<file path="src/verilog/md_bus_pkg.sv">
package md_bus_pkg;

	// ------------------------------------------------------------------------
	// Bus words
	// ------------------------------------------------------------------------

	// 68000 word address, A0 is implied by the byte enables
	typedef logic [23:1] bus_addr_t;
	typedef logic [15:0] bus_data_t;

	// One access as it travels through the bus
	typedef struct packed {
		bus_addr_t addr;
		bus_data_t wdata;
		logic      rnw;
		logic [1:0] be;   // [1] upper byte, [0] lower byte
	} bus_req_t;

	// ------------------------------------------------------------------------
	// Enumerations
	// ------------------------------------------------------------------------

	typedef enum logic [2:0] {
		TGT_ROM,
		TGT_ROM_VOID,
		TGT_BANK_REG,
		TGT_WORK_RAM,
		TGT_OPEN_BUS
	} bus_target_e;

	typedef enum logic [2:0] {
		IDLE,
		SELECT,
		RAM_READ,
		ROM_WAIT,
		FINISH
	} bus_state_e;

	typedef enum logic {
		MST_CPU,
		MST_DMA
	} bus_master_e;

	// ------------------------------------------------------------------------
	// Banking and open bus
	// ------------------------------------------------------------------------

	// 512 KB slot number
	typedef logic [4:0] bank_t;

	localparam int BANK_SLOTS = 8;

	// NOP opcode, what the CPU sees before any real read
	localparam bus_data_t OPEN_BUS_RESET = 16'h4E71;

	// Bank writes only count for carts bigger than 2 MB
	localparam logic [23:0] ROM_BANK_LIMIT = 24'h200000;

	// Clock enable periods in MCLK cycles
	localparam int CPU_PERIOD_NORMAL = 7;
	localparam int CPU_PERIOD_TURBO1 = 4;
	localparam int CPU_PERIOD_TURBO2 = 2;
	localparam int FM_PERIOD         = 7;
	localparam int PSG_PERIOD        = 15;

endpackage

</file>
<file path="src/verilog/md_bank_mapper.sv">
`timescale 1ns/1ps

module md_bank_mapper
	import md_bus_pkg::*;
(
	input  logic        MCLK,
	input  logic        reset,
	input  logic        bank_wr,
	input  bus_req_t    cur,
	input  logic [23:0] rom_size,
	output logic [23:0] rom_addr
);

	bank_t      bank_reg [BANK_SLOTS];
	logic       map_on;
	logic [2:0] wr_slot;

	assign wr_slot = cur.addr[3:1];

	always_ff @(posedge MCLK) begin
		if (reset) begin
			// Identity map, slot n shows bank n
			for (int i = 0; i < BANK_SLOTS; i++) begin
				bank_reg[i] <= bank_t'(i);
			end
			map_on <= 1'b0;
		end else if (bank_wr && rom_size > ROM_BANK_LIMIT && wr_slot != 3'd0) begin
			// Slot 0 is fixed on SSF2 style carts
			bank_reg[wr_slot] <= cur.wdata[4:0];
			map_on            <= 1'b1;
		end
	end

	// Window select from A21..A19, offset from A18..A1
	always_comb begin
		if (map_on) begin
			rom_addr = {1'b0, bank_reg[cur.addr[21:19]], cur.addr[18:1]};
		end else begin
			rom_addr = {1'b0, cur.addr};
		end
	end

endmodule

</file>
<file path="config.mk">
export PLATFORM = sky130hd
export DESIGN_NAME = md_bank_mapper
export DESIGN_NICKNAME = d
export VERILOG_FILES = /design/src/verilog/md_bus_pkg.sv /design/src/verilog/md_bank_mapper.sv
export SDC_FILE = /design/constraint.sdc
export NUM_CORES = 1
export LEC_CHECK = 0
export BUFFER_PORTS_ARGS = -buffer_cell sky130_fd_sc_hd__buf_2
export CORE_MARGIN = 1.5
export CORE_UTILIZATION = 44
export DETAILED_ROUTE_END_ITERATION = 10
export PLACE_DENSITY_LB_ADDON = 0.3
export SLEW_MARGIN = 20
export SYNTH_ARGS = -nofsm -noshare
export SYNTH_HDL_FRONTEND = slang
export SYNTH_SLANG_ARGS = --single-unit
</file>
<file path="constraint.sdc">
create_clock -name MCLK -period 1.3 [get_ports MCLK]
set_input_delay 0 -clock MCLK [delete_from_list [all_inputs] [get_ports MCLK]]
set_output_delay 0 -clock MCLK [all_outputs]
set_load 0.02 [all_outputs]
</file>
Word-level counts from Yosys, hierarchy flattened

Memory sizes are Yosys's and may differ from the RTL's.
Index checks and enable logic that the tools add are counted.

Bits in registers: 1
Memory bits (writable): 40
Logic and storage cells: 16
Memories: 1

Memories:

| name     | depth | width | rd ports | clocked after Yosys merged registers in | wr ports | RTL line             | source |
|---|---|---|---|---|---|---|---|
| bank_reg | 8     | 5     | 1        | 0                                       | 8        | md_bank_mapper.sv:14 | `bank_t bank_reg [BANK_SLOTS];` |

$lt $le $gt $ge: 1
Multiplexer cells: 9
Reductions and logical operators: 4

Operator list:

| operator                                                         | count |
|---|---|
| greater-than comparator 24 x 22 -> 1 bit (second input constant) | 1 |
| two-way mux 23 bit                                               | 1 |
| two-way mux 1 bit                                                | 6 |
| two-way mux 5 bit                                                | 1 |
| OR reduction 5 bit                                               | 1 |
| two-way mux 3 bit                                                | 1 |
| nonzero test 3 bit                                               | 1 |
| logical AND 1 bit                                                | 2 |

Logic depth before layout (Yosys ltp)

Gate-level depths: netlist (run 1).

Word-level depth: 8
Depth in mapped cells: 6
Depth with buffers taken out: 4

Worst setup path after synthesis (run 1)

No wires, ideal clock.

Kind: in2reg
From: input port reset
To: memory bank_reg[6][0] in the netlist's numbering, enable pin
Arrival: 1.036 ns
Data required time: 0.916 ns
Setup slack: -0.120 ns
Stages on the path: 3
Buffers on the path: 0
Cells stage by stage: inv_1 > o311ai_2 > o41ai_1

RTL lines:

| item        | RTL line             | source |
|---|---|---|
| from (decl) | md_bank_mapper.sv:7  | `input logic reset,` |
| to (decl)   | md_bank_mapper.sv:14 |  |

Final worst setup path (run 1)

From: memory bank_reg[4][4] in the netlist's numbering
To: output port rom_addr[22]

Word-level cells in the longest chain between the ends: 2

RTL lines:

| item               | RTL line             | source |
|---|---|---|
| memory (8 x 5 bit) | n/a                  |  |
| two-way mux 23 bit | md_bank_mapper.sv:36 | `if (map_on) begin` |
| to (decl)          | md_bank_mapper.sv:11 | `output logic [23:0] rom_addr` |

Every way passes these cells.

==> results of run 1 <==
[cell type report]
type	instances	area, um2
multi-input combinational	110	846
clock buffer	6	72.6
clock inverter	1	3.75
sequential	41	1220
timing repair buffer	69	418
tap	70	87.6
inverter	4	15.0
fill	426	2380
[what timing repair did]
action | CTS | global route
gates resized for setup | 1 | 1
setup endpoints to repair | 5 | 5
pin swaps | 1 | 0
[cell families after synthesis]
kind of cell	after synthesis	synth area share, %
simple gates	73	19.1
mux	12	10.8
buf+inv	39	10.7
other cells	1	0.165
compound gates	19	5.71
flops	41	53.6
[power by group through the flow]
stage	registers, mW	clock network [mW]	logic, mW
final	1.57	0.764	0.435
after detailed placement	1.60	0	0.431
after floorplan	1.58	0	0.330
after global placement	1.60	0	0.424
after CTS	1.57	0.773	0.434
after global routing	1.58	0.827	0.474
[through the flow]
stage	setup slack [ns]	cells	TNS, ns	utilization, %
6_report	-0.270	301	-1.23	52.8
5_1_grt	-0.361	301	-1.60	52.8
4_1_cts	-0.282	301	-1.29	52.8
3_5_place_dp	-0.149	294	-6.88	51.2
3_3_place_gp	-0.135	294	-5.13	51.2
2_1_floorplan	-0.0429	190	-0.859	-
[critical path, cell delays in order (launching register included)]
cell and delay [ns]:
edfxtp_1 0.39, mux4_2 0.47, mux2i_1 0.17, a21oi_1 0.08, buf_4 0.17
[per-layer routing]
metal	share of wire, %	wire (um)
met1	45	2230
met2	47	2330
met3	7.2	357
met4	1.3	65
met5	0	0
[final timing paths]
| kind | start | end | slack (ns) | cells past startpoint |
|---|---|---|---|---|
| max | bank_reg[4][4] | rom_addr[22] | -0.27 | 4 |
| max reg2reg | map_on | map_on | 0.51 | 1 |
| min reg2reg | map_on | map_on | 0.66 | 1 |
| min | cur[35] | rom_addr[16] | 0.000007 | 0 |
[layout by cell type, fill, tap and decap left out, types with 2 or more instances in the layout]
master,netlist,routed
and3_2,2,2
edfxtp_1,40,40
buf_2,4,45
clkbuf_8,0,5
mux2i_1,2,2
nand3_1,4,4
a21o_2,2,2
a21oi_1,5,5
nor3_1,3,3
mux4_2,10,10
a31oi_1,3,3
nor4_2,2,2
buf_4,20,23
nand2_1,6,6
nand4_1,13,13
nor2b_1,5,5
nor2_1,5,5
inv_1,4,4
o21ai_0,5,5
conb_1,1,6
nand2b_1,5,5
nor4_1,24,24
==> run summary, run 1 <==
failing checks: setup timing
Synth top area share: 52.7%
Worst-path clk slew: 0.07 ns
row count: 26
maximum clock path buffer count: 2
Max VDD drop: 0.000366 V
worst min path class: primary input to output port
Arrival @ worst endpoint: 1.57 ns
Post-Synthesis Cells: 185
Area Growth Syn to Fin: 16.9%
Synth area leaders: edfxtp_1, mux4_2, buf_4
share of cells above drive strength 1: 40.7%
gpl congestion: 0.845
Hold Slack: 0.00000686 ns
Root Buffer: clkbuf_8
Synth cell types: 33
worst-path maximum fanout: 1
all-layer global routing usage: 18.7%
GRT met2 Usage: 29.4%
sw frac: 24.2%
Main synth FF type: edfxtp_1
Worst-Skew Late Latency: 0.29 ns
Mean Syn Cell Area: 12.3 um2
crit path setup slack, layout: -0.270 ns
Worst Setup Start Kind: register
Post-DP Area: 2580 um2
fin. max-slew vios: 0
largest area contributor in the netlist: edfxtp_1
power share of the clock group: 27.6%
Residual DRC: 0
vias: 1671
# diodes: 0
Fmax achieved: 0.637 GHz
Routed WL: 4980 um
die width: 75.0 um
port bufs: 47
Ys Warns: 0
Initial Utilization: 45.2%
H-tree depth: 2
Internal: 2.10 mW
drt wl/cell: 16.5 um
largest net degree at the start of global routing: 24
required time of the critical path: 1.30 ns
Seq pwr share: 56.7%
grt peak-use layer: met2
worst rel slew slack: 55.6%
WS Path Type: register to output port
CORE AREA: 5040 um2
Combinational Power Share: 15.7%
CTS Hold Bufs: 0
final setup fails: 5
unrepaired setup endpoints after global routing: yes
Die Y: 75.0 um
endpoint class of the critical path: output port
ys async rst share: 0%
worst slew pin tran: 0.659 ns
antenna viol nets, final: 0
Period minus WS final: 1.57 ns
Pleak: 0.963 nW
initial antenna violation count: 0
count leader, synth: edfxtp_1
Setup Fix Bufs, Post-CTS: 0
met3 Use GR: 4.15%
CTS tree: built
mapped cell area: 2280 um2
Via density: 5.55
1st-iter DRT viols: 125
met1 Use GR: 25.4%
nets@finish: 300
Commonest cells post-synth: edfxtp_1, nor4_1, buf_4
fin crit share: 121%
status: finished with violations
max reg flops: 40
CTS Buf Count: 5
Final Hold Viols: 0
# Max-Cap Violations: 0
CTS Sinks: 41
router iterations before antenna repair: 4
post-synthesis sequential area ratio: 53.6%
#FFs+latches synth: 41
final instance area: 2660 um2
Power Total: 2.77 mW
Net Sw Power: 0.671 mW
clock skew: 0 ns
number of top-level pins: 93
number of flops mapped to enable cells by yosys: 40
Power Dens Cells: 1040 nW/um2
global-route wire length before repair: 7430 um
number of global-route vias before repair: 1469
grt ovf: 0
DIE AREA: 5620 um2
(Power assumes the default switching activity.)
==> inputs of run 2 (changes only) <==
Settings changed: TNS_END_PERCENT set to 20.
==> run 2 against run 1 <==
Against the previous run: the flow still finishes with violations (setup timing); via count is 0.42% lower; final area is 0.19% higher; critical endpoint is now rom_addr[21]; critical path type unchanged; non-clock buffer count is 2 higher; clock skew stayed put; clock power is 2% higher; cell count is 1.0% higher; critical path depth stayed put; first-iteration DRC count is 17% lower; global-route usage is 0.51 points lower; maximum frequency is 1.6% higher; sequential power hardly changed.
==> run summary, run 2 (synthesis gave the netlist of run 1 again) <==
port bufs: 47 (unchanged)
Worst-Skew Late Latency: 0.28 ns (about the same)
Residual DRC: 0 (unchanged)
DIE AREA: 5620 um2 (unchanged)
max reg flops: 40 (unchanged)
fin crit share: 119% (-1.9 points)
nets@finish: 302 (+0.67%)
Routed WL: 4830 um (-3.1%)
row count: 26 (unchanged)
drt wl/cell: 15.9 um (-4.0%)
global-route wire length before repair: 7400 um (-0.47%)
Internal: 2.11 mW (+0.69%)
vias: 1664 (-0.42%)
worst min path class: primary input to output port
maximum clock path buffer count: 2 (unchanged)
Pleak: 0.975 nW (+1.3%)
Worst-path clk slew: 0.07 ns (about the same)
fill count: 435 (+2.1%)
number of global-route vias before repair: 1431 (-2.6%)
power share of the clock group: 28.0% (+0.4 points)
# diodes: 0 (unchanged)
Initial Utilization: 45.2% (unchanged)
Fmax achieved: 0.647 GHz (+1.6%)
# Max-Cap Violations: 0 (unchanged)
slowest CP cell: mux4_2
Max VDD drop: 0.000385 V (+5.2%)
WL met3: 330 um (-7.6%)
sw frac: 24.3% (+0.034 points)
commonest non-fill, non-tap cells in the layout: buf_2, edfxtp_1, buf_4
Reg2Reg Setup Slack: 0.41 ns (-0.10 ns)
worst-path cell chain: mux4_2 > mux2i_1 > a21oi_1 > buf_2
R2R depth: 2 (+1)
die width: 75.0 um (unchanged)
fin. max-slew vios: 0 (unchanged)
Period minus WS final: 1.55 ns (-0.0246 ns)
Die Y: 75.0 um (unchanged)
grt ovf: 0 (unchanged)
CTS tree: built
initial antenna violation count: 0 (unchanged)
post-route met1 wirelength: 2240 um (+0.31%)
antenna viol nets, final: 0 (unchanged)
Net Sw Power: 0.677 mW (+0.88%)
Power Total: 2.79 mW (+0.74%)
CTS Sinks: 41 (unchanged)
router iterations before antenna repair: 4 (unchanged)
reg-to-reg endpoint: map_on
Hold Path Sink: rom_addr[6]
CTS Hold Bufs: 0 (unchanged)
DR WL met2: 2220 um (-4.6%)
Final Hold Viols: 0 (unchanged)
largest net degree at the start of global routing: 21 (-13%)
H-tree depth: 2 (unchanged)
final setup fails: 5 (unchanged)
Worst Setup Start Kind: register
pre-CTS setup slack: -0.174 ns (-0.0251 ns)
Seq pwr share: 56.2% (-0.5 points)
Arrival @ worst endpoint: 1.55 ns (-0.02 ns)
Power Dens Cells: 1040 nW/um2 (+0.55%)
Area Growth Syn to Fin: 17.1%
required time of the critical path: 1.30 ns (about the same)
status: finished with violations
gpl congestion: 0.844 (-0.13%)
CORE AREA: 5040 um2 (unchanged)
dpl hpwl: 3850 um
all-layer global routing usage: 18.1% (-0.51 points)
CTS Buf Count: 5 (unchanged)
crit path setup slack, layout: -0.245 ns (+0.0246 ns)
Combinational Power Share: 15.8% (about the same)
endpoint class of the critical path: output port
worst r2r src: map_on
WS Path Type: register to output port
Hold Crit Start: cur[25]
share of cells above drive strength 1: 42.3% (+1.6 points)
Worst path max stage delay: 0.47 ns (about the same)
hold path cells: 0 (unchanged)
Via density: 5.47 (-1.4%)
number of top-level pins: 93 (unchanged)
failing checks: setup timing
Root Buffer: clkbuf_8
commonest non-fill, non-tap cell in the layout: buf_2
worst rel slew slack: 47.8% (-7.7 points)
1st-iter DRT viols: 104 (-17%)
unrepaired setup endpoints after global routing: yes
Setup Fix Bufs, Post-CTS: 0 (unchanged)
TNS Setup: -1.08 ns (+0.154 ns)
worst-path maximum fanout: 1 (unchanged)
worst slew pin tran: 0.774 ns (+0.115 ns)
clock skew: 0 ns (unchanged)
DR top layer: met4
==> run 2: power groups by stage <==
stage	Sequential, mW	Clock [mW]	Combinational [mW]
2_1_floorplan	1.58	0	0.330
3_3_place_gp	1.59	0	0.434
6_report	1.57	0.782	0.440
5_1_grt	1.57	0.839	0.480
3_5_place_dp	1.60	0	0.437
4_1_cts	1.57	0.789	0.440
==> run 2: repair_timing <==
| item | CTS | global route |
|---|---|---|
| hold endpoints to repair | 0 | 0 |
| endpoints found under the setup margin | 5 | 5 |
| gates resized for setup | 1 | 1 |
| pin swaps | 1 | 1 |
==> run 2: final cells by class <==
cell class                 instances  area, um2  share of cell area [%]
clock buffer                       6       72.6                    2.72
clock inverter                     2       10.0                   0.375
inverter                           4       15.0                   0.563
multi-input combinational        110        845                    31.6
sequential                        41       1220                    45.8
tap                               70       87.6                    3.28
timing repair buffer              71        418                    15.7
==> run 2: worst max-delay path, delay by kind of cell, from the launching register on <==
family | cells | cell delay, ns
mux | 2 | 0.62
buf+inv | 1 | 0.17
compound gates | 1 | 0.08
flops | 1 | 0.40
==> run 2: worst max path at each step <==
stage / end / slack (ns) / startpoint / cells past startpoint
2_1_floorplan: bank_reg[1][0] / -0.06 / rom_size[6] / 5
5_1_grt: rom_addr[22] / -0.32 / bank_reg[5][4] / 4
6_report: rom_addr[21] / -0.25 / bank_reg[6][3] / 4
3_5_place_dp: bank_reg[2][3] / -0.17 / rom_size[0] / 7
4_1_cts: rom_addr[21] / -0.26 / bank_reg[3][3] / 4
3_3_place_gp: bank_reg[1][4] / -0.14 / rom_size[6] / 7
==> run 2: per-layer routing <==
| layer | vias to the layer above | track usage [%] |
|---|---|---|
| met2 | 80 | 27.7 |
| li1 | 800 | - |
| met4 | 0 | 6.26 |
| met1 | 779 | 25.8 |
| met5 | - | 0 |
| met3 | 5 | 3.88 |
==> run 2: per-stage QoR <==
step | instance area, um2 | cells | util, % | hold slack, ns
floorplan | 2300 | 190 | - | 0.113
CTS | 2670 | 304 | 52.9 | 0.000137
global placement | 2580 | 296 | 51.2 | 0.000137
global route | 2670 | 304 | 52.9 | 0.0000322
finish | 2670 | 304 | 52.9 | 0.00000686
detailed placement | 2580 | 296 | 51.2 | 0.000137
==> inputs of run 3 (changes only) <==
Settings changed: CORE_UTILIZATION 44 to 52.
Clock period 1.3 ns to 1.9 ns, I/O delays scaled along.
==> run 3 against run 2 <==
Against the previous run: the run now ends clean; global-route usage is 2.9 points higher; register-to-register slack improved by 0.72 ns; sequential power decreased by 32%; die area shrank 15%; count of clock-buffer cells in the layout is 2 higher; sequential share of layout area up 2.8 points; worst hold slack about the same; total power is 32% lower; largest power group unchanged; highest routed layer unchanged.
==> run summary, run 3 (synthesis gave the netlist of run 1 again) <==
largest net degree at the start of global routing: 23 (+9.5%)
final std cells w/o fill: 269 (-12%)
worst-path cell chain: mux4_2 > mux2i_1 > a21oi_1 > buf_2
status: completed
router iterations before antenna repair: 4 (unchanged)
Root Buffer: clkbuf_8
1st-iter DRT viols: 105 (+0.96%)
drt wl/cell: 18.3 um (+15%)
grt ovf: 0 (unchanged)
all-layer global routing usage: 21.0% (+2.9 points)
Internal: 1.43 mW (-32%)
required time of the critical path: 1.90 ns (+0.60 ns)
worst slew pin tran: 0.589 ns (-0.185 ns)
fin crit share: 82.5%
worst-path maximum fanout: 1 (unchanged)
Fmax achieved: 0.638 GHz
Placed Cells incl. Taps: 261 (-12%)
global-route wire length before repair: 7880 um (+6.5%)
unrepaired setup endpoints after global routing: no
Worst-Skew Late Latency: 0.29 ns (about the same)
clock skew: 0 ns (unchanged)
Power Dens Cells: 752 nW/um2 (-28%)
die width: 69.2 um (-7.7%)
initial antenna violation count: 0 (unchanged)
antenna viol nets, final: 0 (unchanged)
CTS Sinks: 41 (unchanged)
port bufs: 47 (unchanged)
Area Growth Syn to Fin: 10.4%
commonest non-fill, non-tap cells in the layout: buf_2, edfxtp_1, nor4_1
Period minus WS final: 1.57 ns
Die Y: 69.2 um (-7.7%)
nets@finish: 287 (-5.0%)
H-tree depth: 2 (unchanged)
DIE AREA: 4790 um2 (-15%)
Residual DRC: 0 (unchanged)
Max VDD drop: 0.000312 V (-19%)
CTS Buf Count: 5 (unchanged)
# diodes: 0 (unchanged)
post_cts resized: 0 (-1)
Worst Setup Start Kind: register
maximum clock path buffer count: 2 (unchanged)
Hold Slack: 0.00000779 ns (+0.000000928 ns)
Pleak: 0.893 nW (-8.5%)
# Max-Cap Violations: 0 (unchanged)
gpl congestion: 0.869 (+3.0%)
Net Sw Power: 0.461 mW (-32%)
Seq pwr share: 56.8% (+0.6 points)
sw frac: 24.4% (+0.14 points)
Routed WL: 4930 um (+2.1%)
Initial Utilization: 55.4% (+10 points)
dpl hpwl: 3810 um (-0.96%)
power share of the clock group: 28.7% (+0.7 points)
TNS Setup: 0 ns (+1.08 ns)
Combinational Power Share: 14.5% (-1.3 points)
worst min path class: primary input to output port
CORE AREA: 4120 um2 (-18%)
commonest non-fill, non-tap cell in the layout: buf_2
final setup fails: 0 (-5)
number of top-level pins: 93 (unchanged)
worst rel slew slack: 60.7% (+13 points)
Via density: 6.14 (+12%)
fin. max-slew vios: 0 (unchanged)
vias: 1651 (-0.78%)
WS Path Type: register to output port
endpoint class of the critical path: output port
Finished Core Util: 61.1% (+8.2 points)
CTS tree: built
Worst-path clk slew: 0.07 ns (about the same)
Final Hold Viols: 0 (unchanged)
share of cells above drive strength 1: 36.5% (-5.8 points)
max reg flops: 40 (unchanged)
row count: 23 (-12%)
Arrival @ worst endpoint: 1.57 ns (+0.02 ns)
slowest CP cell: mux4_2
Worst path max stage delay: 0.49 ns (+0.02 ns)
CTS Hold Bufs: 0 (unchanged)
number of global-route vias before repair: 1577 (+10%)
Setup Fix Bufs, Post-CTS: 0 (unchanged)
-- run 3: changes by cell type in the layout (fill, tap and decap cells not counted), sizes merged --
cell / delta
buf: -15
clkbuf: +2
clkinv: -2
-- run 3: final cells by class --
| type | count | area [um2] |
|---|---|---|
| fill | 341 | 1600 |
| multi-input combinational | 110 | 833 |
| timing repair buffer | 56 | 303 |
| tap | 50 | 62.6 |
| clock buffer | 8 | 80.1 |
| sequential | 41 | 1220 |
| inverter | 4 | 15.0 |
-- run 3: stage by stage --
step	power, mW	cell area (um2)	setup slack, ns
finish	1.89	2510	0.333
global route	1.95	2510	0.264
CTS	1.89	2510	0.327
detailed placement	1.37	2430	0.394
global placement	1.35	2430	0.444
floorplan	1.30	2300	0.480
-- run 3: power by group through the flow --
| stage | clock (mW) | combinational [mW] | sequential, mW |
|---|---|---|---|
| floorplan | 0 | 0.224 | 1.08 |
| global placement | 0 | 0.263 | 1.09 |
| detailed placement | 0 | 0.270 | 1.09 |
| CTS | 0.543 | 0.271 | 1.07 |
| global route | 0.579 | 0.294 | 1.08 |
| finish | 0.543 | 0.273 | 1.07 |
-- run 3: critical path, delay by kind of cell (launching register included) --
kind | cells | cell delay, ns
compound gates | 1 | 0.08
mux | 2 | 0.64
buf+inv | 1 | 0.18
flops | 1 | 0.38
-- run 3: worst paths after layout --
kind	endpoint	start	depth (start not counted)	slack (ns)
worst min-delay path	rom_addr[5]	cur[24]	0	0.000008
worst min register to register	map_on	map_on	1	0.65
worst max register to register	map_on	map_on	1	1.13
worst max-delay path	rom_addr[21]	bank_reg[7][3]	4	0.33
-- run 3: per-layer routing --
metal / global-route usage (%) / vias to the layer above / wire [um]
met2: 34.7 / 106 / 2410
met5: 0 / - / 0
met3: 2.76 / 22 / 356
met1: 27.2 / 755 / 2020
met4: 10.7 / 0 / 139
li1: - / 768 / -
