**config.mk**
```make
export PLATFORM = sky130hd
export DESIGN_NAME = md_rom_port
export DESIGN_NICKNAME = d
export VERILOG_FILES = /design/src/verilog/md_bus_pkg.sv /design/src/verilog/md_rom_port.sv
export SDC_FILE = /design/constraint.sdc
export NUM_CORES = 1
export LEC_CHECK = 0
export ABC_AREA = 1
export BUFFER_PORTS_ARGS = -buffer_cell sky130_fd_sc_hd__clkbuf_2
export CAP_MARGIN = 20
export CELL_PAD_IN_SITES_DETAIL_PLACEMENT = 0
export CELL_PAD_IN_SITES_GLOBAL_PLACEMENT = 1
export CORE_MARGIN = 2
export CORE_UTILIZATION = 28
export DETAILED_ROUTE_END_ITERATION = 16
export GPL_ROUTABILITY_DRIVEN = 0
export PLACE_DENSITY_LB_ADDON = 0.1
export REMOVE_ABC_BUFFERS = 1
export SLEW_MARGIN = 20
export SYNTH_ARGS = -nofsm -noshare
export SYNTH_HDL_FRONTEND = slang
export SYNTH_SLANG_ARGS = --single-unit
```
**constraint.sdc**
```tcl
create_clock -name MCLK -period 1.3 [get_ports MCLK]
set_input_delay 0 -clock MCLK [delete_from_list [all_inputs] [get_ports MCLK]]
set_output_delay 0 -clock MCLK [all_outputs]
set_load 0.02 [all_outputs]
```
**src/verilog/md_bus_pkg.sv**
```systemverilog
package md_bus_pkg;

	// ------------------------------------------------------------------------
	// Bus words
	// ------------------------------------------------------------------------

	// 68000 word address, A0 is implied by the byte enables
	typedef logic [23:1] bus_addr_t;
	typedef logic [15:0] bus_data_t;

	// One access as it travels through the bus
	typedef struct packed {
		bus_addr_t addr;
		bus_data_t wdata;
		logic      rnw;
		logic [1:0] be;   // [1] upper byte, [0] lower byte
	} bus_req_t;

	// ------------------------------------------------------------------------
	// Enumerations
	// ------------------------------------------------------------------------

	typedef enum logic [2:0] {
		TGT_ROM,
		TGT_ROM_VOID,
		TGT_BANK_REG,
		TGT_WORK_RAM,
		TGT_OPEN_BUS
	} bus_target_e;

	typedef enum logic [2:0] {
		IDLE,
		SELECT,
		RAM_READ,
		ROM_WAIT,
		FINISH
	} bus_state_e;

	typedef enum logic {
		MST_CPU,
		MST_DMA
	} bus_master_e;

	// ------------------------------------------------------------------------
	// Banking and open bus
	// ------------------------------------------------------------------------

	// 512 KB slot number
	typedef logic [4:0] bank_t;

	localparam int BANK_SLOTS = 8;

	// NOP opcode, what the CPU sees before any real read
	localparam bus_data_t OPEN_BUS_RESET = 16'h4E71;

	// Bank writes only count for carts bigger than 2 MB
	localparam logic [23:0] ROM_BANK_LIMIT = 24'h200000;

	// Clock enable periods in MCLK cycles
	localparam int CPU_PERIOD_NORMAL = 7;
	localparam int CPU_PERIOD_TURBO1 = 4;
	localparam int CPU_PERIOD_TURBO2 = 2;
	localparam int FM_PERIOD         = 7;
	localparam int PSG_PERIOD        = 15;

endpackage

```
**src/verilog/md_rom_port.sv**
```systemverilog
`timescale 1ns/1ps

module md_rom_port
	import md_bus_pkg::*;
(
	input  logic      MCLK,
	input  logic      reset,
	input  logic      rom_start,
	input  logic      rom_ack,
	input  bus_data_t rom_data,
	output logic      rom_req,
	output logic      rom_done,
	output bus_data_t rom_q
);

	logic busy;
	logic ack_seen;

	// Request is outstanding while req and ack differ
	assign ack_seen = busy && rom_req == rom_ack;

	always_ff @(posedge MCLK) begin
		if (reset) begin
			rom_req  <= 1'b0;
			busy     <= 1'b0;
			rom_done <= 1'b0;
		end else begin
			rom_done <= 1'b0;
			if (rom_start) begin
				rom_req <= ~rom_req;
				busy    <= 1'b1;
			end else if (ack_seen) begin
				busy     <= 1'b0;
				rom_done <= 1'b1;
			end
		end
	end

	always_ff @(posedge MCLK) begin
		if (ack_seen) rom_q <= rom_data;
	end

	a_no_overlap: assert property (@(posedge MCLK) disable iff (reset)
		rom_start |-> !busy);

endmodule

```
### Word-level counts from Yosys, hierarchy flattened

Index checks and enable logic that the tools add are counted.

| storage, ports and cells | value |
|---|---|
| bits in registers | 19 |
| input port bits | 20 |
| output and inout port bits | 18 |
| word-level logic and storage cells | 12 |

| cells by class | value |
|---|---|
| equal/unequal tests | 1 |
| mux-type cells | 3 |
| bitwise operators | 1 |
| reductions and logical operators | 3 |

Operator list:

| cell | number |
|---|---|
| $mux W1 | 3 |
| $reduce_bool A2 Y1 | 1 |
| $reduce_or A2 Y1 | 1 |
| $eq A1 B1 Y1 | 1 |
| $logic_and A1 B1 Y1 | 1 |
| $not A1 Y1 | 1 |

### Longest topological paths before layout

Gate-level depths: netlist of run 1.

| logic depth | value |
|---|---|
| depth after elaboration | 4 |
| gate-level depth with buffers | 5 |
| mapped depth without buffers | 5 |

### Worst setup path before layout of run 1

No wires, ideal clock.

| timing | value |
|---|---|
| path kind | register to register |
| start | reg rom_req |
| end | reg rom_q[0], enable pin |
| library setup time | 364 ps |
| data arrival time | 1044 ps |
| required time | 936 ps |
| setup slack | -108 ps |
| cell stages (with the launch flop) | 5 |
| path buffers | 0 |
| clock period less this slack | 1408 ps |
| cells stage by stage | dfxtp_1 > nand2_1 > nand2_1 > nand2_2 > inv_1 |

| on the way | value |
|---|---|
| word-level cells in the longest chain between the ends | 2 |

RTL lines:

| item | RTL line | source |
|---|---|---|
| from (decl) | md_rom_port.sv:11 | `output logic rom_req,` |
| from (signal assigned) | md_rom_port.sv:30 | `rom_req <= ~rom_req;` |
| $eq A1 B1 Y1 | md_rom_port.sv:20 | `assign ack_seen = busy && rom_req == rom_ack;` |
| $logic_and A1 B1 Y1 | md_rom_port.sv:20 |  |
| via ack_seen | md_rom_port.sv:17 | `logic ack_seen;` |
| to (signal assigned) | md_rom_port.sv:40 | `if (ack_seen) rom_q <= rom_data;` |
| to (decl) | md_rom_port.sv:13 | `output bus_data_t rom_q` |

The timed path passes the listed nets, and every way through them passes these cells.
A chain may end at the register's enable or synchronous reset.

### Worst setup path in the final report of run 1

| timing | value |
|---|---|
| start | reg rom_req |
| end | reg busy |

| on the way | value |
|---|---|
| word-level cells in the longest chain between the ends | 3 |

RTL lines:

| item | RTL line | source |
|---|---|---|
| $eq A1 B1 Y1 | md_rom_port.sv:20 |  |
| $logic_and A1 B1 Y1 | md_rom_port.sv:20 |  |
| $reduce_bool A2 Y1 (no line) | -- |  |
| to (signal assigned) | md_rom_port.sv:25 | `busy <= 1'b0;` |
| to (signal assigned) | md_rom_port.sv:31 | `busy <= 1'b1;` |
| to (signal assigned) | md_rom_port.sv:33 | `busy <= 1'b0;` |
| to (decl) | md_rom_port.sv:16 | `logic busy;` |

No other way between the ends.

==> implementation parameters, run 1 <==
Parameter                              Value

Setup path
  Worst setup path endpoint ... busy
  Worst setup SP type ... flip-flop
  Largest driver fanout on the critical path ... 3
  Cell class contributing the biggest share of worst-path delay ... buffers and inverters
  R2R setup slack ... a little over 0.05 ns
  Count of cell instances traversed by the critical path ... 5
  Worst Path Buf+Inv ... 2
  Critical-path cell with the highest stage delay ... sky130_fd_sc_hd__dlygate4sd3_1
  Endpoint of the worst register-to-register path ... busy
  Worst EP arrival ... 1.48 ns
  Crit end category ... flip-flop
  Launch point of the worst path ... rom_req
  Category of the most critical setup path ... flip-flop to flip-flop
  CP cell instances ... inv_2 > nand2_2 > nand3_2 > a21oi_2 > dlygate4sd3_1
  Worst Reg2Reg Path Length in Cells ... 5
  CP max stage delay ... between 0.5 and 0.6 ns
  Crit path required time ... 1.53 ns
  Source of the worst register-to-register timing path ... rom_req

Hold path
  Hold WC Path Type ... primary input to flip-flop

Placement
  Count of input and output buffers ... 37
  Cell total after placement ... between 100 and 150
  Post-detail-place hpwl ... 824 um

Floorplan
  Height of the die ... 51.0 um
  Core Box Area ... about 2100 um2
  Area enclosed by the die boundary ... about 2600 um2
  Total number of placement rows ... 17
  IO Count ... 38
  Die outline width ... around 50 um
  Starting Density ... 0.288

CTS
  CTS H-tree depth ... 1
  Root buf cell ... sky130_fd_sc_hd__clkbuf_4
  Inserted Clock Buffers ... 3
  Clock latency at the later pin of the worst-skew pair ... 0.29 ns
  Post-CTS setup repair buffer count ... 0
  CTS tree ... done
  CTS sink count ... 19
  Post-CTS clock slew at the launch and capture registers of the worst setup and hold paths ... about 0.10 ns
  Largest buffer count on any clock path ... 2

Routing
  Number of iterations in the first detailed-routing pass ... 2
  ANT nets after route ... 0
  DRT Wirelength ... 1240 um
  Via density per instance ... 3.74
  First-iteration detailed-routing DRC count ... 4
  DRC errors left ... 0
  Number of vias in the routed layout ... 464
  Average detailed-routed wire length per instance ... roughly 10 um

Power
  Leakage power figure ... just under 0.5 nW
  P per Cell Area ... 1070 nW/um2
  Worst IR drop on VDD ... 628 uV

STA
  Final Hold Violating Endpoints ... 0
  Count of pins over their slew limit ... 0
  Shortest clock period the worst path allows after layout ... between 1 and 1.5 ns
  Worst slew margin relative to its limit ... 0.907
  Hold slack ... 0.0951 ns
  Clock skew after layout ... 0.00302 ns
  Final period util ... 0.961
  Maximum clock frequency ... 0.801 GHz
  Setup TNS ... 0 ns
  Setup violations, final ... 0
  Setup repair after global routing missed its margin ... no
  Least-Margin Pin Slew ... 0.139 ns

Job
  Total of max-cap violations ... 0

Status
  Outcome ... finished, final reports clean

Global route
  First-pass GRT wire length ... 2040 um
  Overall Global Routing Usage ... 0.110
  Pin count of the biggest net entering global routing ... 12
  Number of global-route vias before repair ... 497
  Antenna violations before repair ... 0
  Total grt overflow ... 0

Final layout
  Total number of nets in the final design ... 117
  Fraction of the core area covered by cells at the end of the flow ... 0.499
  Share of post-route cells with drive strength above 1 ... 0.521
  Layout Cells excl Fill ... around 120
  Area added between synthesis and finish ... 73.5%
  Area of the multi-input gates ... just under 60 um2
  Flip-flop and latch area ... roughly 540 um2
  Antenna diode count ... 0
  Number of inserted filler cells in the final layout ... 205

Synth
  Post-synthesis cell type count ... 11
  Sequential share of the synthesized area ... 0.874
  Instance count of the mapped netlist ... 34
  Cell Area, Synth ... 618 um2
  Avg Cell Area, Syn ... 18.2 um2
  Total of warnings raised by yosys ... 0
  Count of state elements after synthesis ... 19
-- per-layer routing --
metal	part of all wire	vias up	track usage
met5	0	-	0
met4	0	0	0.0405
met3	0.077	0	0.0263
met2	0.51	22	0.193
met1	0.42	199	0.131
li1	-	243	-
-- power breakdown --
| part | internal, mW | switching, mW | total [mW] |
|---|---|---|---|
| clock | 0.114 | 0.170 | 0.284 |
| combinational | 0.0836 | 0.0761 | 0.160 |
| sequential | 0.690 | 0.00896 | 0.699 |
| total | 0.888 | 0.255 | 1.14 |
-- worst reg2reg max path, delay by kind of cell, from the launching register on --
kind	cells	cell delay, ns
AO/OA/AOI/OAI	1	0.11
flip-flops	1	0.36
AND/OR/NAND/NOR	2	0.12
buffers and inverters	2	0.61
-- sequential cells by signal, summed over array words and instances, names as in the netlist --
name / flops
rom_req: 1
rom_q: 16
busy: 1
rom_done: 1
-- worst min-delay path by stage --
stage,startpoint,endpoint,slack (ns),cells past startpoint
after floorplan,reset,busy,0.06,1
after CTS,rom_ack,rom_done,0.09,5
final,rom_ack,rom_done,0.1,5
after global routing,rom_ack,rom_done,0.11,5
after global placement,reset,busy,0.18,2
after detailed placement,rom_data[2],rom_q[2],0.18,1
-- area by class of cell --
class	instances	share of cell area
clock inverter	1	0.00467
tap	28	0.0327
sequential	19	0.505
multi-input combinational	10	0.0548
clock buffer	3	0.0210
inverter	5	0.0175
timing repair buffer	58	0.364
-- Yosys cell counts --
library cell | instances | share of area
sky130_fd_sc_hd__edfxtp_1 | 16 | 0.78
sky130_fd_sc_hd__a21oi_2 | 1 | 0.014
sky130_fd_sc_hd__nand3_2 | 1 | 0.016
sky130_fd_sc_hd__nor2_2 | 1 | 0.010
sky130_fd_sc_hd__inv_2 | 1 | 0.0061
sky130_fd_sc_hd__dfxtp_1 | 3 | 0.097
sky130_fd_sc_hd__nand2_1 | 3 | 0.018
sky130_fd_sc_hd__a21oi_1 | 1 | 0.0081
sky130_fd_sc_hd__o21ai_0 | 1 | 0.0081
sky130_fd_sc_hd__nand2_2 | 2 | 0.020
sky130_fd_sc_hd__inv_1 | 4 | 0.024
-- logic make-up (layout without fill, tap and decap cells) --
| logic type | count (synthesis) | after routing | share of synthesized area |
|---|---|---|---|
| DFF | 19 | 19 | 0.874 |
| AOI/OAI and AO/OA | 3 | 3 | 0.0304 |
| buffers and inverters | 5 | 67 | 0.0304 |
| and+or+nand+nor | 7 | 7 | 0.0648 |
-- through the flow --
step                      worst slack, ns  area (um2)  power, mW
after global placement              0.193         853      0.827
after global routing             0.000247        1070       1.21
after CTS                          0.0316        1070       1.16
final                              0.0511        1070       1.14
after detailed placement            0.188         853      0.828
after floorplan                    -0.108         618      0.768
-- placed cells by master (no fill, tap or decap), drive strengths merged --
master / synthesis / final
buf: 0 / 2
a21oi: 2 / 2
clkinv: 0 / 1
clkbuf: 0 / 40
nand3: 1 / 1
o21ai: 1 / 1
edfxtp: 16 / 16
nand2: 5 / 5
dlygate4sd3: 0 / 19
inv: 5 / 5
nor2: 1 / 1
dfxtp: 3 / 3
-- what timing repair did --
item	in CTS	in global routing
gates resized for setup	0	1
endpoints found under the setup margin	0	1
hold buffers	19	0
hold endpoints to repair	19	0
No activity file was read; power rests on OpenSTA's default activity.
==> run 2, diff against run 1 <==
- CORE_UTILIZATION: 28 -> 33
- clock period: 1.3 -> 1.6 ns (I/O delays scaled with it)
==> implementation parameters, run 2 (same netlist as run 1, synthesis figures left out) <==
Parameter                              Value

Status
  Outcome ... finished, final reports clean

Routing
  Via density per instance ... 4.03
  Number of iterations in the first detailed-routing pass ... 4
  ANT nets after route ... 0
  Average detailed-routed wire length per instance ... 10.3 um
  Number of vias in the routed layout ... roughly 480
  First-iteration detailed-routing DRC count ... 3
  DRC errors left ... 0
  DRT Wirelength ... 1240 um

Floorplan
  Area enclosed by the die boundary ... 2240 um2
  Total number of placement rows ... 15
  Height of the die ... around 47 um
  Core Box Area ... 1750 um2
  Die outline width ... 47.3 um
  IO Count ... 38
  Starting Density ... 0.354

CTS
  Largest buffer count on any clock path ... 2
  CTS H-tree depth ... 1
  Number of hold-repair buffers added at the cts stage ... 19
  CTS tree ... done
  Root buf cell ... sky130_fd_sc_hd__clkbuf_4
  Post-CTS setup repair buffer count ... 0
  Inserted Clock Buffers ... 3
  CTS sink count ... 19
  Clock latency at the later pin of the worst-skew pair ... 0.29 ns
  Number of gates resized after CTS ... 0
  Post-CTS clock slew at the launch and capture registers of the worst setup and hold paths ... 0.11 ns

Global route
  Antenna violations before repair ... 0
  Met2 routing resource usage after global routing ... 0.208
  Pin count of the biggest net entering global routing ... 12
  Overall Global Routing Usage ... 0.121
  Global routing's busiest layer ... met2
  First-pass GRT wire length ... about 1700 um
  GR met3 Demand/Resource ... 0.0385
  Total grt overflow ... 0
  M1 GR Usage ... 0.129
  Number of global-route vias before repair ... approximately 410

Final layout
  Leading cell type in the layout, fill and taps excluded ... sky130_fd_sc_hd__clkbuf_2
  Register with the most flip-flops ... rom_q
  Share of post-route cells with drive strength above 1 ... 0.505
  Top library cells by usage in the layout, fill and taps aside ... sky130_fd_sc_hd__clkbuf_2, sky130_fd_sc_hd__dlygate4sd3_1, sky130_fd_sc_hd__edfxtp_1
  Total number of nets in the final design ... 116
  Area added between synthesis and finish ... 71.5%
  Fraction of the core area covered by cells at the end of the flow ... 0.607
  Flip-flop count of the largest register, all copies and words added ... 16
  Antenna diode count ... 0
  Number of inserted filler cells in the final layout ... around 160

STA
  Setup violations, final ... 0
  Setup repair after global routing missed its margin ... no
  Final Hold Violating Endpoints ... 0
  Worst slew margin relative to its limit ... 0.850
  Count of pins over their slew limit ... 0
  Least-Margin Pin Slew ... 0.225 ns
  Setup TNS ... 0 ns
  Shortest clock period the worst path allows after layout ... 1.34 ns
  Maximum clock frequency ... 0.746 GHz
  Final period util ... 0.838
  Clock skew after layout ... approximately 0.0086 ns

Power
  Worst IR drop on VDD ... 583 uV
  Total power consumption of the routed design ... 0.926 mW
  P per Cell Area ... roughly 870 nW/um2
  Leakage power figure ... about 0.48 nW

Setup path
  Category of the most critical setup path ... flip-flop to flip-flop
  Worst setup SP type ... flip-flop
  Crit path required time ... 1.60 ns
  Largest driver fanout on the critical path ... 11
  Worst EP arrival ... 1.34 ns
  Crit end category ... flip-flop

Hold path
  Hold WC Path Type ... primary input to flip-flop

Placement
  Count of input and output buffers ... 37
  Post-detail-place hpwl ... 829 um

Job
  Total of max-cap violations ... 0
[run 2: metrics by stage]
stage / setup slack, ns / hold slack [ns] / cells / instance area, um2
finish: 0.260 / 0.0888 / 120 / 1060
global route: 0.191 / 0.0959 / 120 / 1060
CTS: 0.254 / 0.0862 / 120 / 1060
detailed placement: 0.275 / 0.179 / 97 / 842
global placement: 0.320 / 0.177 / 97 / 842
floorplan: 0.192 / 0.0624 / 34 / 618
[run 2: critical path: stages (launching register included)]
cell and delay [ns]:
sky130_fd_sc_hd__dfxtp_1 0.38, sky130_fd_sc_hd__nand2_1 0.09, sky130_fd_sc_hd__nand2_1 0.09, sky130_fd_sc_hd__nand2_2 0.06
sky130_fd_sc_hd__inv_1 0.18, sky130_fd_sc_hd__buf_4 0.24
[run 2: report_power, final]
| group | total (mW) | internal (mW) | switching (mW) | leakage (nW) |
|---|---|---|---|---|
| clock network | 0.232 | 0.0929 | 0.139 | 0.0177 |
| logic | 0.127 | 0.0660 | 0.0614 | 0.289 |
| registers | 0.567 | 0.560 | 0.00683 | 0.172 |
[run 2: cell type report]
type	instances	area [um2]	share of cell area
Multi-Input combinational cell	10	58.8	0.0555
Clock inverter	1	5.00	0.00472
Sequential cell	19	541	0.510
Clock buffer	3	22.5	0.0213
Inverter	5	18.8	0.0177
Timing Repair Buffer	57	383	0.361
Tap cell	25	31.3	0.0295
[run 2: final timing paths]
kind / depth (start not counted) / end / slack, ns / start
setup / recovery: 5 / rom_q[0] / 0.26 / rom_req
hold / removal: 5 / rom_done / 0.09 / rom_ack
setup reg to reg: 5 / rom_q[0] / 0.26 / rom_req
hold reg to reg: 2 / rom_done / 0.48 / busy
[run 2: metal layers]
| layer | up-vias | part of all wire | routed length (um) |
|---|---|---|---|
| met3 | 0 | 0.068 | 85 |
| met4 | 0 | 0 | 0 |
| met1 | 223 | 0.40 | 494 |
| met2 | 21 | 0.53 | 661 |
| met5 | - | 0 | 0 |
| li1 | 239 | - | - |
==> run 3, diff against run 2 <==
- ABC_AREA: 1 -> 0
- CORE_UTILIZATION: 33 -> 30
- clock period: 1.6 -> 1.3 ns (I/O delays scaled with it)
==> implementation parameters, run 3 <==
Parameter                              Value

Setup path
  Source of the worst register-to-register timing path ... rom_req
  Largest driver fanout on the critical path ... 3
  Category of the most critical setup path ... primary input to flip-flop
  R2R setup slack ... 0.10 ns
  Crit path required time ... ~1.5 ns
  Worst EP arrival ... 1.39 ns
  Worst setup SP type ... primary input
  Crit end category ... flip-flop
  Worst Reg2Reg Path Length in Cells ... 3
  Endpoint of the worst register-to-register path ... rom_req

STA
  Setup repair after global routing missed its margin ... no
  Final period util ... 0.933
  Worst slew margin relative to its limit ... 0.894
  Count of pins over their slew limit ... 0
  Final Hold Violating Endpoints ... 0
  Setup TNS ... 0 ns
  Hold slack ... between 0.04 and 0.05 ns
  Least-Margin Pin Slew ... between 0.15 and 0.2 ns
  Clock skew after layout ... 0.00833 ns
  Maximum clock frequency ... between 0.8 and 0.9 GHz
  Final worst setup slack ... about 0.087 ns
  Shortest clock period the worst path allows after layout ... 1.21 ns
  Setup violations, final ... 0

Routing
  Average detailed-routed wire length per instance ... 9.87 um
  ANT nets after route ... 0
  DRC errors left ... 0
  DRT Wirelength ... 1150 um
  First-iteration detailed-routing DRC count ... 2
  Via density per instance ... between 3 and 4
  Number of vias in the routed layout ... 445
  Number of iterations in the first detailed-routing pass ... 2

Floorplan
  Total number of placement rows ... 16
  Height of the die ... 48.5 um
  Starting Density ... 0.309
  Core Box Area ... 1920 um2
  IO Count ... 38
  Area enclosed by the die boundary ... 2350 um2
  Die outline width ... 48.5 um

Hold path
  Hold WC Path Type ... primary input to flip-flop
  End point of the most critical hold path ... busy
  Hold-critical path depth ... 3
  Startpoint of the most critical hold path ... rom_ack

Final layout
  Fraction of the core area covered by cells at the end of the flow ... 0.551
  Register with the most flip-flops ... rom_q
  Total number of nets in the final design ... 110
  Area added between synthesis and finish ... 78.1%
  Antenna diode count ... 0
  Share of post-route cells with drive strength above 1 ... 0.483
  Flip-flop count of the largest register, all copies and words added ... 16
  Leading cell type in the layout, fill and taps excluded ... sky130_fd_sc_hd__clkbuf_2
  Top library cells by usage in the layout, fill and taps aside ... sky130_fd_sc_hd__clkbuf_2, sky130_fd_sc_hd__dlygate4sd3_1, sky130_fd_sc_hd__edfxtp_1

Synth
  Most instantiated flip-flop cell in the synthesis netlist ... sky130_fd_sc_hd__edfxtp_1
  Avg Cell Area, Syn ... ~21 um2
  Sequential share of the synthesized area ... 0.909
  Cell Area, Synth ... 594 um2
  Post-synthesis cell type count ... 9
  Largest cells by area after synthesis ... sky130_fd_sc_hd__edfxtp_1, sky130_fd_sc_hd__dfxtp_1, sky130_fd_sc_hd__xnor2_1, sky130_fd_sc_hd__nor2_1, sky130_fd_sc_hd__and2_1
  Count of flip-flops with a built-in enable after synthesis ... 16
  Instance count of the mapped netlist ... 28
  Total of warnings raised by yosys ... 0
  Cell taking the most area after synthesis ... sky130_fd_sc_hd__edfxtp_1
  Most instantiated cells after synthesis ... sky130_fd_sc_hd__edfxtp_1, sky130_fd_sc_hd__dfxtp_1, sky130_fd_sc_hd__nor2_1, sky130_fd_sc_hd__xnor2_1
  Most frequently used cell type in the post-synthesis netlist ... sky130_fd_sc_hd__edfxtp_1
  Count of state elements after synthesis ... 19
  Synth top area share ... 0.808
  Share of flip-flops with an asynchronous set or reset after synthesis ... 0

Global route
  Number of global-route vias before repair ... 460
  Overall Global Routing Usage ... 0.108
  Pin count of the biggest net entering global routing ... 17
  Total grt overflow ... 0
  First-pass GRT wire length ... 1880 um
  Antenna violations before repair ... 0

CTS
  CTS sink count ... 19
  Largest buffer count on any clock path ... 2
  CTS tree ... done
  Root buf cell ... sky130_fd_sc_hd__clkbuf_4
  Clock latency at the later pin of the worst-skew pair ... 0.28 ns
  CTS H-tree depth ... 1
  Post-CTS clock slew at the launch and capture registers of the worst setup and hold paths ... 0.10 ns
  Inserted Clock Buffers ... 3

Power
  Worst IR drop on VDD ... 584 uV
  Leakage power figure ... 0.461 nW
  Total power consumption of the routed design ... 1.19 mW
  P per Cell Area ... 1130 nW/um2

Placement
  Worst setup slack before clock tree synthesis ... 0.0905 ns
  Count of input and output buffers ... 37

Status
  Outcome ... finished, final reports clean

Job
  Total of max-cap violations ... 0
-- run 3: cell families (layout without fill, tap and decap cells) --
kind of cell           after synthesis  in the layout  share of synthesized area
flip-flops                          19             19                      0.909
buffers and inverters                1             62                    0.00631
AND/OR/NAND/NOR                      5              5                     0.0442
AO/OA/AOI/OAI                        1              1                     0.0105
XOR/XNOR                             2              2                     0.0295
-- run 3: worst max path at each step --
stage	startpoint	end	depth (start not counted)
floorplan	rom_req	rom_q[0]	2
global placement	rom_req	rom_q[15]	3
detailed placement	rom_req	rom_q[5]	3
CTS	rom_req	rom_q[5]	3
global route	rom_start	rom_req	5
finish	rom_start	rom_req	5
-- run 3: cell type report --
type                            instances  area (um2)
Fill cell                             189         863
Multi-Input combinational cell          8        57.6
Timing Repair Buffer                   57         395
Tap cell                               27        33.8
Sequential cell                        19         542
Clock buffer                            4        26.3
Inverter                                1        3.75
-- run 3: timing repair --
item | 4_1_cts | 5_1_grt
hold buffers | 19 | 0
setup endpoints to repair | 0 | 9
setup buffers | 0 | 0
resized for setup | 0 | 2
hold endpoints to repair | 18 | 0
-- run 3: critical path: stages --
cell                            delay, ns
sky130_fd_sc_hd__dlygate4sd3_1       0.53
sky130_fd_sc_hd__clkbuf_2            0.12
sky130_fd_sc_hd__xnor2_1             0.15
sky130_fd_sc_hd__nor2_1              0.05
sky130_fd_sc_hd__dlygate4sd3_1       0.54
-- run 3: power by group --
group / total (mW) / switching [mW] / internal [mW] / leakage, nW
clock: 0.280 / 0.161 / 0.119 / 0.0150
sequential: 0.717 / 0.0132 / 0.704 / 0.173
combinational: 0.195 / 0.0920 / 0.103 / 0.273
total: 1.19 / 0.266 / 0.926 / 0.461
-- run 3: through the flow --
step	std cells	instance area, um2
detailed placement	93	833
global placement	93	833
floorplan	28	594
finish	116	1060
CTS	116	1050
global route	116	1060
-- run 3: per-layer routing --
layer | track usage | vias to the layer above | share of wire
li1 | - | 224 | -
met1 | 0.110 | 201 | 0.37
met2 | 0.174 | 20 | 0.55
met3 | 0.0556 | 0 | 0.080
met4 | 0.0714 | 0 | 0
met5 | 0 | - | 0
